===== src/include/isa_fields.svh =====
`ifndef ISA_FIELDS_SVH
`define ISA_FIELDS_SVH

// Bit ranges of a 16-bit instruction word
`define ISA_OPCODE 15:12
`define ISA_RS     11:10
`define ISA_RT     9:8
`define ISA_RD     7:6
`define ISA_FUNCT  5:0

// Immediate, extended according to the opcode
`define ISA_IMM    7:0

// Jump target, joined with the upper four address bits
`define ISA_TARGET 11:0

`endif


===== src/logic/cpu_pkg.sv =====
package cpu_pkg;

    // Data and address word
    typedef logic [15:0] word_t;

    // Four architectural registers
    typedef logic [1:0] reg_idx_t;

    // Instruction classes in bits 15:12
    typedef enum logic [3:0] {
        OP_BNE   = 4'd0,
        OP_BEQ   = 4'd1,
        OP_BGZ   = 4'd2,
        OP_BLZ   = 4'd3,
        OP_ADI   = 4'd4,
        OP_ORI   = 4'd5,
        OP_LHI   = 4'd6,
        OP_LWD   = 4'd7,
        OP_SWD   = 4'd8,
        OP_JMP   = 4'd9,
        OP_JAL   = 4'd10,
        OP_RTYPE = 4'd15
    } opcode_e;

    // Register-type functions in bits 5:0
    typedef enum logic [5:0] {
        FN_ADD = 6'd0,
        FN_SUB = 6'd1,
        FN_AND = 6'd2,
        FN_ORR = 6'd3,
        FN_NOT = 6'd4,
        FN_TCP = 6'd5,
        FN_SHL = 6'd6,
        FN_SHR = 6'd7,
        FN_JPR = 6'd25,
        FN_JRL = 6'd26,
        FN_WWD = 6'd28,
        FN_HLT = 6'd29
    } funct_e;

    typedef enum logic [2:0] {
        ALU_ADD,
        ALU_SUB,
        ALU_AND,
        ALU_OR,
        ALU_NOT,
        ALU_TCP,
        ALU_SHL,
        ALU_SHR
    } alu_op_e;

    // BNE r0, r0, 0 is never taken and writes nothing
    localparam word_t nop_word = 16'h0000;

endpackage


===== src/logic/inst_queue.sv =====
`timescale 1ns/1ps

interface inst_stream_if
    import cpu_pkg::*;
();

    logic  valid;
    logic  ready;
    word_t inst;
    word_t pc;

    modport producer (output valid, output inst, output pc, input ready);
    modport consumer (input valid, input inst, input pc, output ready);

endinterface

module inst_queue
    import cpu_pkg::*;
#(
    parameter int QUEUE_DEPTH = 2
) (
    input logic clk,
    input logic reset_n,
    input logic flush,
    inst_stream_if.consumer in,
    inst_stream_if.producer out
);

    localparam int PTR_W = $clog2(QUEUE_DEPTH);

    word_t inst_mem [QUEUE_DEPTH];
    word_t pc_mem   [QUEUE_DEPTH];

    logic [PTR_W-1:0] wr_ptr;
    logic [PTR_W-1:0] rd_ptr;
    logic [PTR_W:0]   count;
    logic             push;
    logic             pop;

    assign in.ready  = count != (PTR_W + 1)'(QUEUE_DEPTH);
    assign out.valid = count != '0;
    assign out.inst  = out.valid ? inst_mem[rd_ptr] : nop_word;
    assign out.pc    = pc_mem[rd_ptr];

    // Anything arriving during a flush is wrong-path
    assign push = in.valid && in.ready && !flush;
    assign pop  = out.valid && out.ready;

    always_ff @(posedge clk) begin
        if (push) begin
            inst_mem[wr_ptr] <= in.inst;
            pc_mem[wr_ptr]   <= in.pc;
        end
    end

    // Pointers wrap on their own since the depth is a power of two
    always_ff @(posedge clk) begin
        if (reset_n || flush) begin
            wr_ptr <= '0;
            rd_ptr <= '0;
            count  <= '0;
        end else begin
            if (push) begin
                wr_ptr <= wr_ptr + 1'b1;
            end
            if (pop) begin
                rd_ptr <= rd_ptr + 1'b1;
            end
            count <= count + (PTR_W + 1)'(push) - (PTR_W + 1)'(pop);
        end
    end

endmodule


===== src/logic/fetch_unit.sv =====
`timescale 1ns/1ps

module fetch_unit
    import cpu_pkg::*;
(
    input  logic  clk,
    input  logic  reset_n,
    input  logic  redirect,
    input  word_t redirect_pc,
    input  word_t data1,
    output logic  read_m1,
    output word_t address1,
    inst_stream_if.producer out
);

    word_t pc;
    logic  active;
    logic  offering;

    // Starts fetching the cycle after reset releases
    assign offering = active && out.ready;

    assign read_m1  = offering;
    assign address1 = pc;

    assign out.valid = offering;
    assign out.inst  = data1;
    assign out.pc    = pc;

    //////////////////////////////////////////////////
    // Program counter
    //////////////////////////////////////////////////

    always_ff @(posedge clk) begin
        if (reset_n) begin
            pc     <= '0;
            active <= 1'b0;
        end else begin
            active <= 1'b1;
            if (redirect) begin
                pc <= redirect_pc;
            end else if (out.valid && out.ready) begin
                // Always predict the next sequential word
                pc <= pc + 16'd1;
            end
        end
    end

endmodule


===== src/logic/register_file.sv =====
`timescale 1ns/1ps

module register_file
    import cpu_pkg::*;
(
    input  logic     clk,
    input  logic     reset_n,
    input  reg_idx_t read_idx1,
    input  reg_idx_t read_idx2,
    input  reg_idx_t write_idx,
    input  logic     write_en,
    input  word_t    write_data,
    output word_t    read_out1,
    output word_t    read_out2
);

    word_t regs [4];

    // Combinational reads
    assign read_out1 = regs[read_idx1];
    assign read_out2 = regs[read_idx2];

    always_ff @(posedge clk) begin
        if (reset_n) begin
            for (int i = 0; i < 4; i++) begin
                regs[i] <= '0;
            end
        end else if (write_en) begin
            regs[write_idx] <= write_data;
        end
    end

endmodule


===== src/logic/alu.sv =====
`timescale 1ns/1ps

module alu
    import cpu_pkg::*;
(
    input  word_t   a,
    input  word_t   b,
    input  alu_op_e op,
    output word_t   result
);

    always_comb begin
        case (op)
            ALU_ADD: begin
                result = a + b;
            end
            ALU_SUB: begin
                result = a - b;
            end
            ALU_AND: begin
                result = a & b;
            end
            ALU_OR: begin
                result = a | b;
            end
            ALU_NOT: begin
                result = ~a;
            end
            ALU_TCP: begin
                result = ~a + 16'd1;
            end
            ALU_SHL: begin
                result = {a[14:0], 1'b0};
            end
            ALU_SHR: begin
                // Arithmetic shift keeps the sign bit
                result = {a[15], a[15:1]};
            end
            default: begin
                result = a;
            end
        endcase
    end

endmodule


===== src/logic/execute_unit.sv =====
`timescale 1ns/1ps
`include "isa_fields.svh"

module execute_unit
    import cpu_pkg::*;
(
    input  logic  clk,
    input  logic  reset_n,
    input  word_t read_data2,
    inst_stream_if.consumer in,
    output logic  redirect,
    output word_t redirect_pc,
    output logic  read_m2,
    output logic  write_m2,
    output word_t address2,
    output word_t write_data2,
    output word_t num_inst,
    output word_t output_port,
    output logic  is_halted
);

    localparam reg_idx_t link_reg = 2'd2;

    logic     fire;
    word_t    inst;
    opcode_e  op;
    funct_e   fn;
    word_t    imm_sext;
    word_t    imm_zext;
    word_t    pc_plus1;
    word_t    branch_target;
    word_t    jump_target;
    word_t    rs_val;
    word_t    rt_val;
    word_t    alu_a;
    word_t    alu_b;
    word_t    alu_result;
    alu_op_e  alu_op;
    reg_idx_t write_idx;
    logic     write_en;
    word_t    write_data;
    logic     mem_to_reg;
    logic     link;
    logic     wwd;
    logic     halt;

    // Stop popping once halted so the queue backs up into fetch
    assign in.ready = !is_halted;
    assign fire     = in.valid && in.ready;

    // Idle cycles decode as a harmless nop
    assign inst = fire ? in.inst : nop_word;
    assign op   = opcode_e'(inst[`ISA_OPCODE]);
    assign fn   = funct_e'(inst[`ISA_FUNCT]);

    assign imm_sext      = 16'($signed(inst[`ISA_IMM]));
    assign imm_zext      = {8'h00, inst[`ISA_IMM]};
    assign pc_plus1      = in.pc + 16'd1;
    assign branch_target = pc_plus1 + imm_sext;
    assign jump_target   = {in.pc[15:12], inst[`ISA_TARGET]};

    register_file i_register_file (
        .clk        (clk),
        .reset_n    (reset_n),
        .read_idx1  (inst[`ISA_RS]),
        .read_idx2  (inst[`ISA_RT]),
        .write_idx  (write_idx),
        .write_en   (write_en),
        .write_data (write_data),
        .read_out1  (rs_val),
        .read_out2  (rt_val)
    );

    alu i_alu (
        .a      (alu_a),
        .b      (alu_b),
        .op     (alu_op),
        .result (alu_result)
    );

    //////////////////////////////////////////////////
    // Decode and branch resolution
    //////////////////////////////////////////////////

    always_comb begin
        alu_op      = ALU_ADD;
        alu_a       = rs_val;
        alu_b       = rt_val;
        write_idx   = inst[`ISA_RT];
        write_en    = 1'b0;
        mem_to_reg  = 1'b0;
        link        = 1'b0;
        read_m2     = 1'b0;
        write_m2    = 1'b0;
        redirect    = 1'b0;
        redirect_pc = branch_target;
        wwd         = 1'b0;
        halt        = 1'b0;
        case (op)
            OP_BNE: redirect = rs_val != rt_val;
            OP_BEQ: redirect = rs_val == rt_val;
            OP_BGZ: redirect = $signed(rs_val) > 0;
            OP_BLZ: redirect = $signed(rs_val) < 0;
            OP_ADI: begin
                alu_b    = imm_sext;
                write_en = 1'b1;
            end
            OP_ORI: begin
                alu_op   = ALU_OR;
                alu_b    = imm_zext;
                write_en = 1'b1;
            end
            OP_LHI: begin
                alu_op   = ALU_OR;
                alu_a    = '0;
                alu_b    = {inst[`ISA_IMM], 8'h00};
                write_en = 1'b1;
            end
            OP_LWD: begin
                alu_b      = imm_sext;
                write_en   = 1'b1;
                mem_to_reg = 1'b1;
                read_m2    = 1'b1;
            end
            OP_SWD: begin
                alu_b    = imm_sext;
                write_m2 = 1'b1;
            end
            OP_JMP: begin
                redirect    = 1'b1;
                redirect_pc = jump_target;
            end
            OP_JAL: begin
                redirect    = 1'b1;
                redirect_pc = jump_target;
                link        = 1'b1;
                write_en    = 1'b1;
                write_idx   = link_reg;
            end
            OP_RTYPE: begin
                write_idx = inst[`ISA_RD];
                case (fn)
                    FN_ADD, FN_SUB, FN_AND, FN_ORR,
                    FN_NOT, FN_TCP, FN_SHL, FN_SHR: begin
                        // Low three funct bits line up with the ALU encoding
                        alu_op   = alu_op_e'(inst[2:0]);
                        write_en = 1'b1;
                    end
                    FN_WWD: wwd = 1'b1;
                    FN_JPR: begin
                        redirect    = 1'b1;
                        redirect_pc = rs_val;
                    end
                    FN_JRL: begin
                        redirect    = 1'b1;
                        redirect_pc = rs_val;
                        link        = 1'b1;
                        write_en    = 1'b1;
                        write_idx   = link_reg;
                    end
                    FN_HLT: halt = 1'b1;
                    default: ;
                endcase
            end
            default: ;
        endcase
    end

    assign address2    = alu_result;
    assign write_data2 = rt_val;
    assign write_data  = link ? pc_plus1 : (mem_to_reg ? read_data2 : alu_result);

    //////////////////////////////////////////////////
    // Retirement
    //////////////////////////////////////////////////

    always_ff @(posedge clk) begin
        if (reset_n) begin
            num_inst    <= '0;
            output_port <= '0;
            is_halted   <= 1'b0;
        end else begin
            if (fire) begin
                num_inst <= num_inst + 16'd1;
            end
            if (wwd) begin
                output_port <= rs_val;
            end
            if (halt) begin
                is_halted <= 1'b1;
            end
        end
    end

endmodule


===== src/logic/cpu.sv =====
`timescale 1ns/1ps

module cpu
    import cpu_pkg::*;
#(
    parameter int QUEUE_DEPTH = 2
) (
    input  logic  clk,
    input  logic  reset_n,
    output logic  read_m1,
    output word_t address1,
    input  word_t data1,
    output logic  read_m2,
    output logic  write_m2,
    output word_t address2,
    input  word_t read_data2,
    output word_t write_data2,
    output word_t num_inst,
    output word_t output_port,
    output logic  is_halted
);

    logic  redirect;
    word_t redirect_pc;

    inst_stream_if fetch_to_queue ();
    inst_stream_if queue_to_exec ();

    fetch_unit i_fetch_unit (
        .clk         (clk),
        .reset_n     (reset_n),
        .redirect    (redirect),
        .redirect_pc (redirect_pc),
        .data1       (data1),
        .read_m1     (read_m1),
        .address1    (address1),
        .out         (fetch_to_queue.producer)
    );

    // Taken branches flush whatever was fetched behind them
    inst_queue #(
        .QUEUE_DEPTH (QUEUE_DEPTH)
    ) i_inst_queue (
        .clk     (clk),
        .reset_n (reset_n),
        .flush   (redirect),
        .in      (fetch_to_queue.consumer),
        .out     (queue_to_exec.producer)
    );

    execute_unit i_execute_unit (
        .clk         (clk),
        .reset_n     (reset_n),
        .read_data2  (read_data2),
        .in          (queue_to_exec.consumer),
        .redirect    (redirect),
        .redirect_pc (redirect_pc),
        .read_m2     (read_m2),
        .write_m2    (write_m2),
        .address2    (address2),
        .write_data2 (write_data2),
        .num_inst    (num_inst),
        .output_port (output_port),
        .is_halted   (is_halted)
    );

endmodule


===== config.mk =====
export PLATFORM = sky130hd
export DESIGN_NAME = cpu
export DESIGN_NICKNAME = d
export VERILOG_FILES = /design/src/logic/cpu_pkg.sv /design/src/logic/inst_queue.sv /design/src/logic/fetch_unit.sv /design/src/logic/register_file.sv /design/src/logic/alu.sv /design/src/logic/execute_unit.sv /design/src/logic/cpu.sv
export VERILOG_INCLUDE_DIRS = /design/src /design/src/include
export SDC_FILE = /design/constraint.sdc
export NUM_CORES = 1
export LEC_CHECK = 0
export BUFFER_PORTS_ARGS = -buffer_cell sky130_fd_sc_hd__buf_2
export CELL_PAD_IN_SITES_DETAIL_PLACEMENT = 1
export CELL_PAD_IN_SITES_GLOBAL_PLACEMENT = 2
export CORE_MARGIN = 2
export CORE_UTILIZATION = 38
export DETAILED_ROUTE_END_ITERATION = 12
export PLACE_DENSITY_LB_ADDON = 0.1
export SLEW_MARGIN = 20
export SYNTH_ARGS = -nofsm -noshare
export SYNTH_HDL_FRONTEND = slang
export SYNTH_SLANG_ARGS = --single-unit

===== constraint.sdc =====
create_clock -name clk -period 9.45 [get_ports clk]
set_input_delay 2.835 -clock clk [delete_from_list [all_inputs] [get_ports clk]]
set_output_delay 2.835 -clock clk [all_outputs]
set_load 0.02 [all_outputs]

==> results.py <==
metrics = {
    "clock_tree": {
        "htreeDepth": 4,
        "cts_root_buf": "clkbuf_16",
        "clkTransAtPathRegs_ns": 0.08,
        "clkLatencyLatePin_ns": 0.47,
        "ctsLongestPathBuffers": 2,
        "hold_buffers": 0,
        "clock-sinks": 183,
        "cts_buffers": 17,
        "cts_tree": "built",
    },
    "timing": {
        "worst_hold_slack_ns": 0.503,
        "relSlewSlack_pct": 22.2,
        "fin_crit_ns": 9.18,
        "final_max_slew_viol_count": 0,
        "rsz0062_at_grt": "no",
        "max_clock_freq_mhz": 109,
        "fin_tns_setup_ns": 0,
        "setup_slack_ns": 0.266,
        "fin_crit_sh_pct": 97.2,
        "fin_skew_ns": 0.0187,
        "setup_violations": 0,
        "finalHoldViolations": 0,
        "tightest_slew_ns": 1.16,
    },
    "route": {
        "wl_met2_um": 24500,
        "drt-total-wl_um": 52800,
        "met1_length_um": 22700,
        "drt_first_pass_iters": 5,
        "wl_met3_um": 3300,
        "drt_iter0_drc": 875,
        "routed_via_density": 6.11,
        "detail_route.wl_per_cell_um": 26.1,
        "remaining_drc_errors": 0,
        "antenna_left": 0,
        "routed.top_layer": "met4",
        "via_count": 12300,
    },
    "yosys": {
        "synthDistinctLibCells": 82,
        "syn_area_um2": 12800,
        "syn_inst": 1441,
        "postSynthAreaPerCell_um2": 8.85,
        "yosysWarnings": 0,
        "ys_seq_elements": 183,
        "ys.flop_type": "edfxtp_1",
        "synth-edff-count": 128,
        "ys_async_sr_fraction_pct": 0,
        "syn_nets": 1516,
        "yosysSeqAreaShare_pct": 38.8,
    },
    "floorplanning": {
        "dieArea_um2": 35000,
        "start_util_pct": 38.3,
        "rows": 67,
        "die_w_um": 187,
        "ios": 118,
        "core_area_um2": 33300,
        "die_y_um": 187,
    },
    "final_layout": {
        "area_delta_synth_final_pct": 15.1,
        "layout-drive-gt1-share_pct": 17.1,
        "layout_common_cells": "172 x nor2_1, 128 x edfxtp_1, 117 x buf_2",
        "fill_cells": 3912,
        "nets": 1633,
        "antenna_cells": 0,
        "fin_area_um2": 14700,
        "final_common_cell": "nor2_1",
    },
    "placed_design": {
        "place_ws_ns": 0.276,
        "dpl_cell_area_um2": 14000,
        "gp_congestion": 0.960,
        "dp_hpwl_um": 39600,
        "port_buffers": 117,
    },
    "power": {
        "cell_internal_pwr_mw": 2.78,
        "power.leakage_nw": 5.71,
        "ir_worst_vdd_uv": 188,
        "p_sw_share_pct": 53.6,
        "seqPwrFrac_pct": 19.3,
        "clkPwrFrac_pct": 12.2,
        "power_density_nw_per_um2": 408,
        "p_switching_mw": 3.21,
        "pwr-share-comb_pct": 68.5,
    },
    "setup_path": {
        "worstPathRequired_ns": 6.62,
        "cp-start-kind": "flop",
        "cp_max_fo": 19,
        "r2r-end": "i_execute_unit.i_register_file.regs[2][15]$_SDFFCE_PN0P_",
        "r2r_cells": 25,
        "crit_path_end_kind": "primary output",
        "crit_type": "flop to primary output",
        "arrival_ns": 6.35,
        "reg2reg_slack_ns": 3.08,
    },
    "worst_hold_path": {
        "hp-class": "flop to flop",
        "holdPathStages": 2,
        "hold-path-endpoint": "i_execute_unit.num_inst[15]$_SDFFE_PP0N_",
        "worstHoldStart": "i_execute_unit.num_inst[15]$_SDFFE_PP0N_",
    },
    "global_route": {
        "track_usage_pct": 30.1,
        "grt_max_degree": 55,
        "grt_pass1_wl_um": 78700,
        "grt-ovfl-total": 0,
        "first_global_vias": 12300,
        "antenna_found_initial": 0,
    },
    "flow_run": {
        "cap_violations": 0,
    },
    "outcome": {
        "status": "finished, final reports clean",
    },
}
==> power by group through the flow <==
stage / Sequential, mW / Clock [mW] / Combinational (mW)
CTS: 1.16 / 0.742 / 4.05
global route: 1.18 / 0.766 / 4.41
finish: 1.16 / 0.732 / 4.10
detailed placement: 1.17 / 0 / 4.01
floorplan: 1.17 / 0 / 2.61
global placement: 1.17 / 0 / 3.97
==> state kept, by name, indices dropped and copies added, names as in the netlist, named ones only <==
register                             cells
i_fetch_unit.address1                   16
i_fetch_unit.active                      1
i_execute_unit.num_inst                 16
i_execute_unit.output_port              16
i_execute_unit.is_halted                 1
i_inst_queue.inst_mem                   32
i_inst_queue.wr_ptr                      1
i_execute_unit.i_register_file.regs     64
i_inst_queue.pc_mem                     32
i_inst_queue.count                       2
i_inst_queue.rd_ptr                      1
==> cells in the mapped netlist, types with 15 or more instances <==
cell type | count | area, µm²
a211oi_1 | 45 | 338
a21o_1 | 22 | 165
a21oi_1 | 81 | 405
and2_1 | 17 | 106
and3_1 | 19 | 119
clkbuf_1 | 50 | 188
dfxtp_1 | 55 | 1100
edfxtp_1 | 128 | 3840
ha_1 | 39 | 488
inv_1 | 61 | 229
mux2_2 | 24 | 270
mux2i_1 | 35 | 350
nand2_1 | 104 | 390
nand3_1 | 82 | 410
nor2_1 | 174 | 653
nor2b_1 | 16 | 100
nor3_1 | 32 | 160
o211ai_1 | 15 | 113
o21ai_0 | 77 | 385
o22ai_1 | 18 | 113
or3_1 | 17 | 106
xnor2_1 | 44 | 385
xor2_1 | 58 | 508
==> how the worst max path moves through the flow <==
stage,cells past startpoint,startpoint,slack [ns],endpoint
detailed placement,24,i_inst_queue.count[1]$_SDFF_PP0_,0.28,address2[15]
CTS,24,i_inst_queue.count[0]$_SDFF_PP0_,0.06,address2[15]
floorplan,25,flop,1.05,address2[15]
global placement,24,i_inst_queue.count[0]$_SDFF_PP0_,0.48,address2[15]
global route,21,flop,0.02,address2[15]
finish,24,flop,0.27,address2[15]
==> cell families after synthesis <==
group	count (synthesis)	share of synthesized area, %
AOI/OAI and AO/OA	396	21.0
xor gates and xnor gates	102	7.01
muxes	62	5.25
adders and majority gates	41	4.14
and+or+nand+nor	520	19.5
buffers and inverters	137	4.38
DFF	183	38.8
==> layer usage <==
metal  vias up  track usage (%)
li1       5599                -
met1      6137             39.2
met2       483             49.4
met3       107             4.71
met4         0             13.6
met5         -                0
==> per-stage QoR <==
stage	util, %	cells	total power [mW]
4_1_cts	44.0	2018	5.95
3_5_place_dp	42.0	1981	5.18
3_3_place_gp	42.0	1981	5.14
5_1_grt	44.1	2019	6.35
2_1_floorplan	-	1441	3.77
6_report	44.1	2019	5.99
==> layout make-up <==
type	count	area, µm²	share of cell area, %
Timing Repair Buffer	172	1010	6.91
Inverter	63	236	1.61
Clock buffer	18	429	2.92
Multi-Input combinational cell	1121	7330	49.9
Clock inverter	14	159	1.08
Tap cell	448	561	3.82
Sequential cell	183	4950	33.7
==> critical path, cell delays in order, from the launching register on <==
cell and delay, ns:
dfxtp_4 0.54, mux2i_4 0.42, nor2_4 0.12, mux2_4 0.31, a222oi_1 0.33, buf_4 0.19
o22ai_2 0.10, inv_1 0.10, ha_1 0.16, inv_1 0.05, or3_1 0.43, nor4_4 0.24
nor2_1 0.12, xnor2_1 0.23, ha_1 0.32, a21o_1 0.18, a21o_1 0.20, a21o_1 0.18
a41oi_1 0.29, o21bai_1 0.15, o21ba_2 0.23, xnor2_1 0.14, or4_1 0.50, and3_1 0.18
buf_2 0.15
==> repair_timing <==
item	in CTS	in global routing
buffers inserted	5	1
endpoints found under the setup margin	2	2
endpoints found under the hold margin	0	0
pin swaps	1	1
resized for setup	2	7
(Power assumes the default switching activity.)
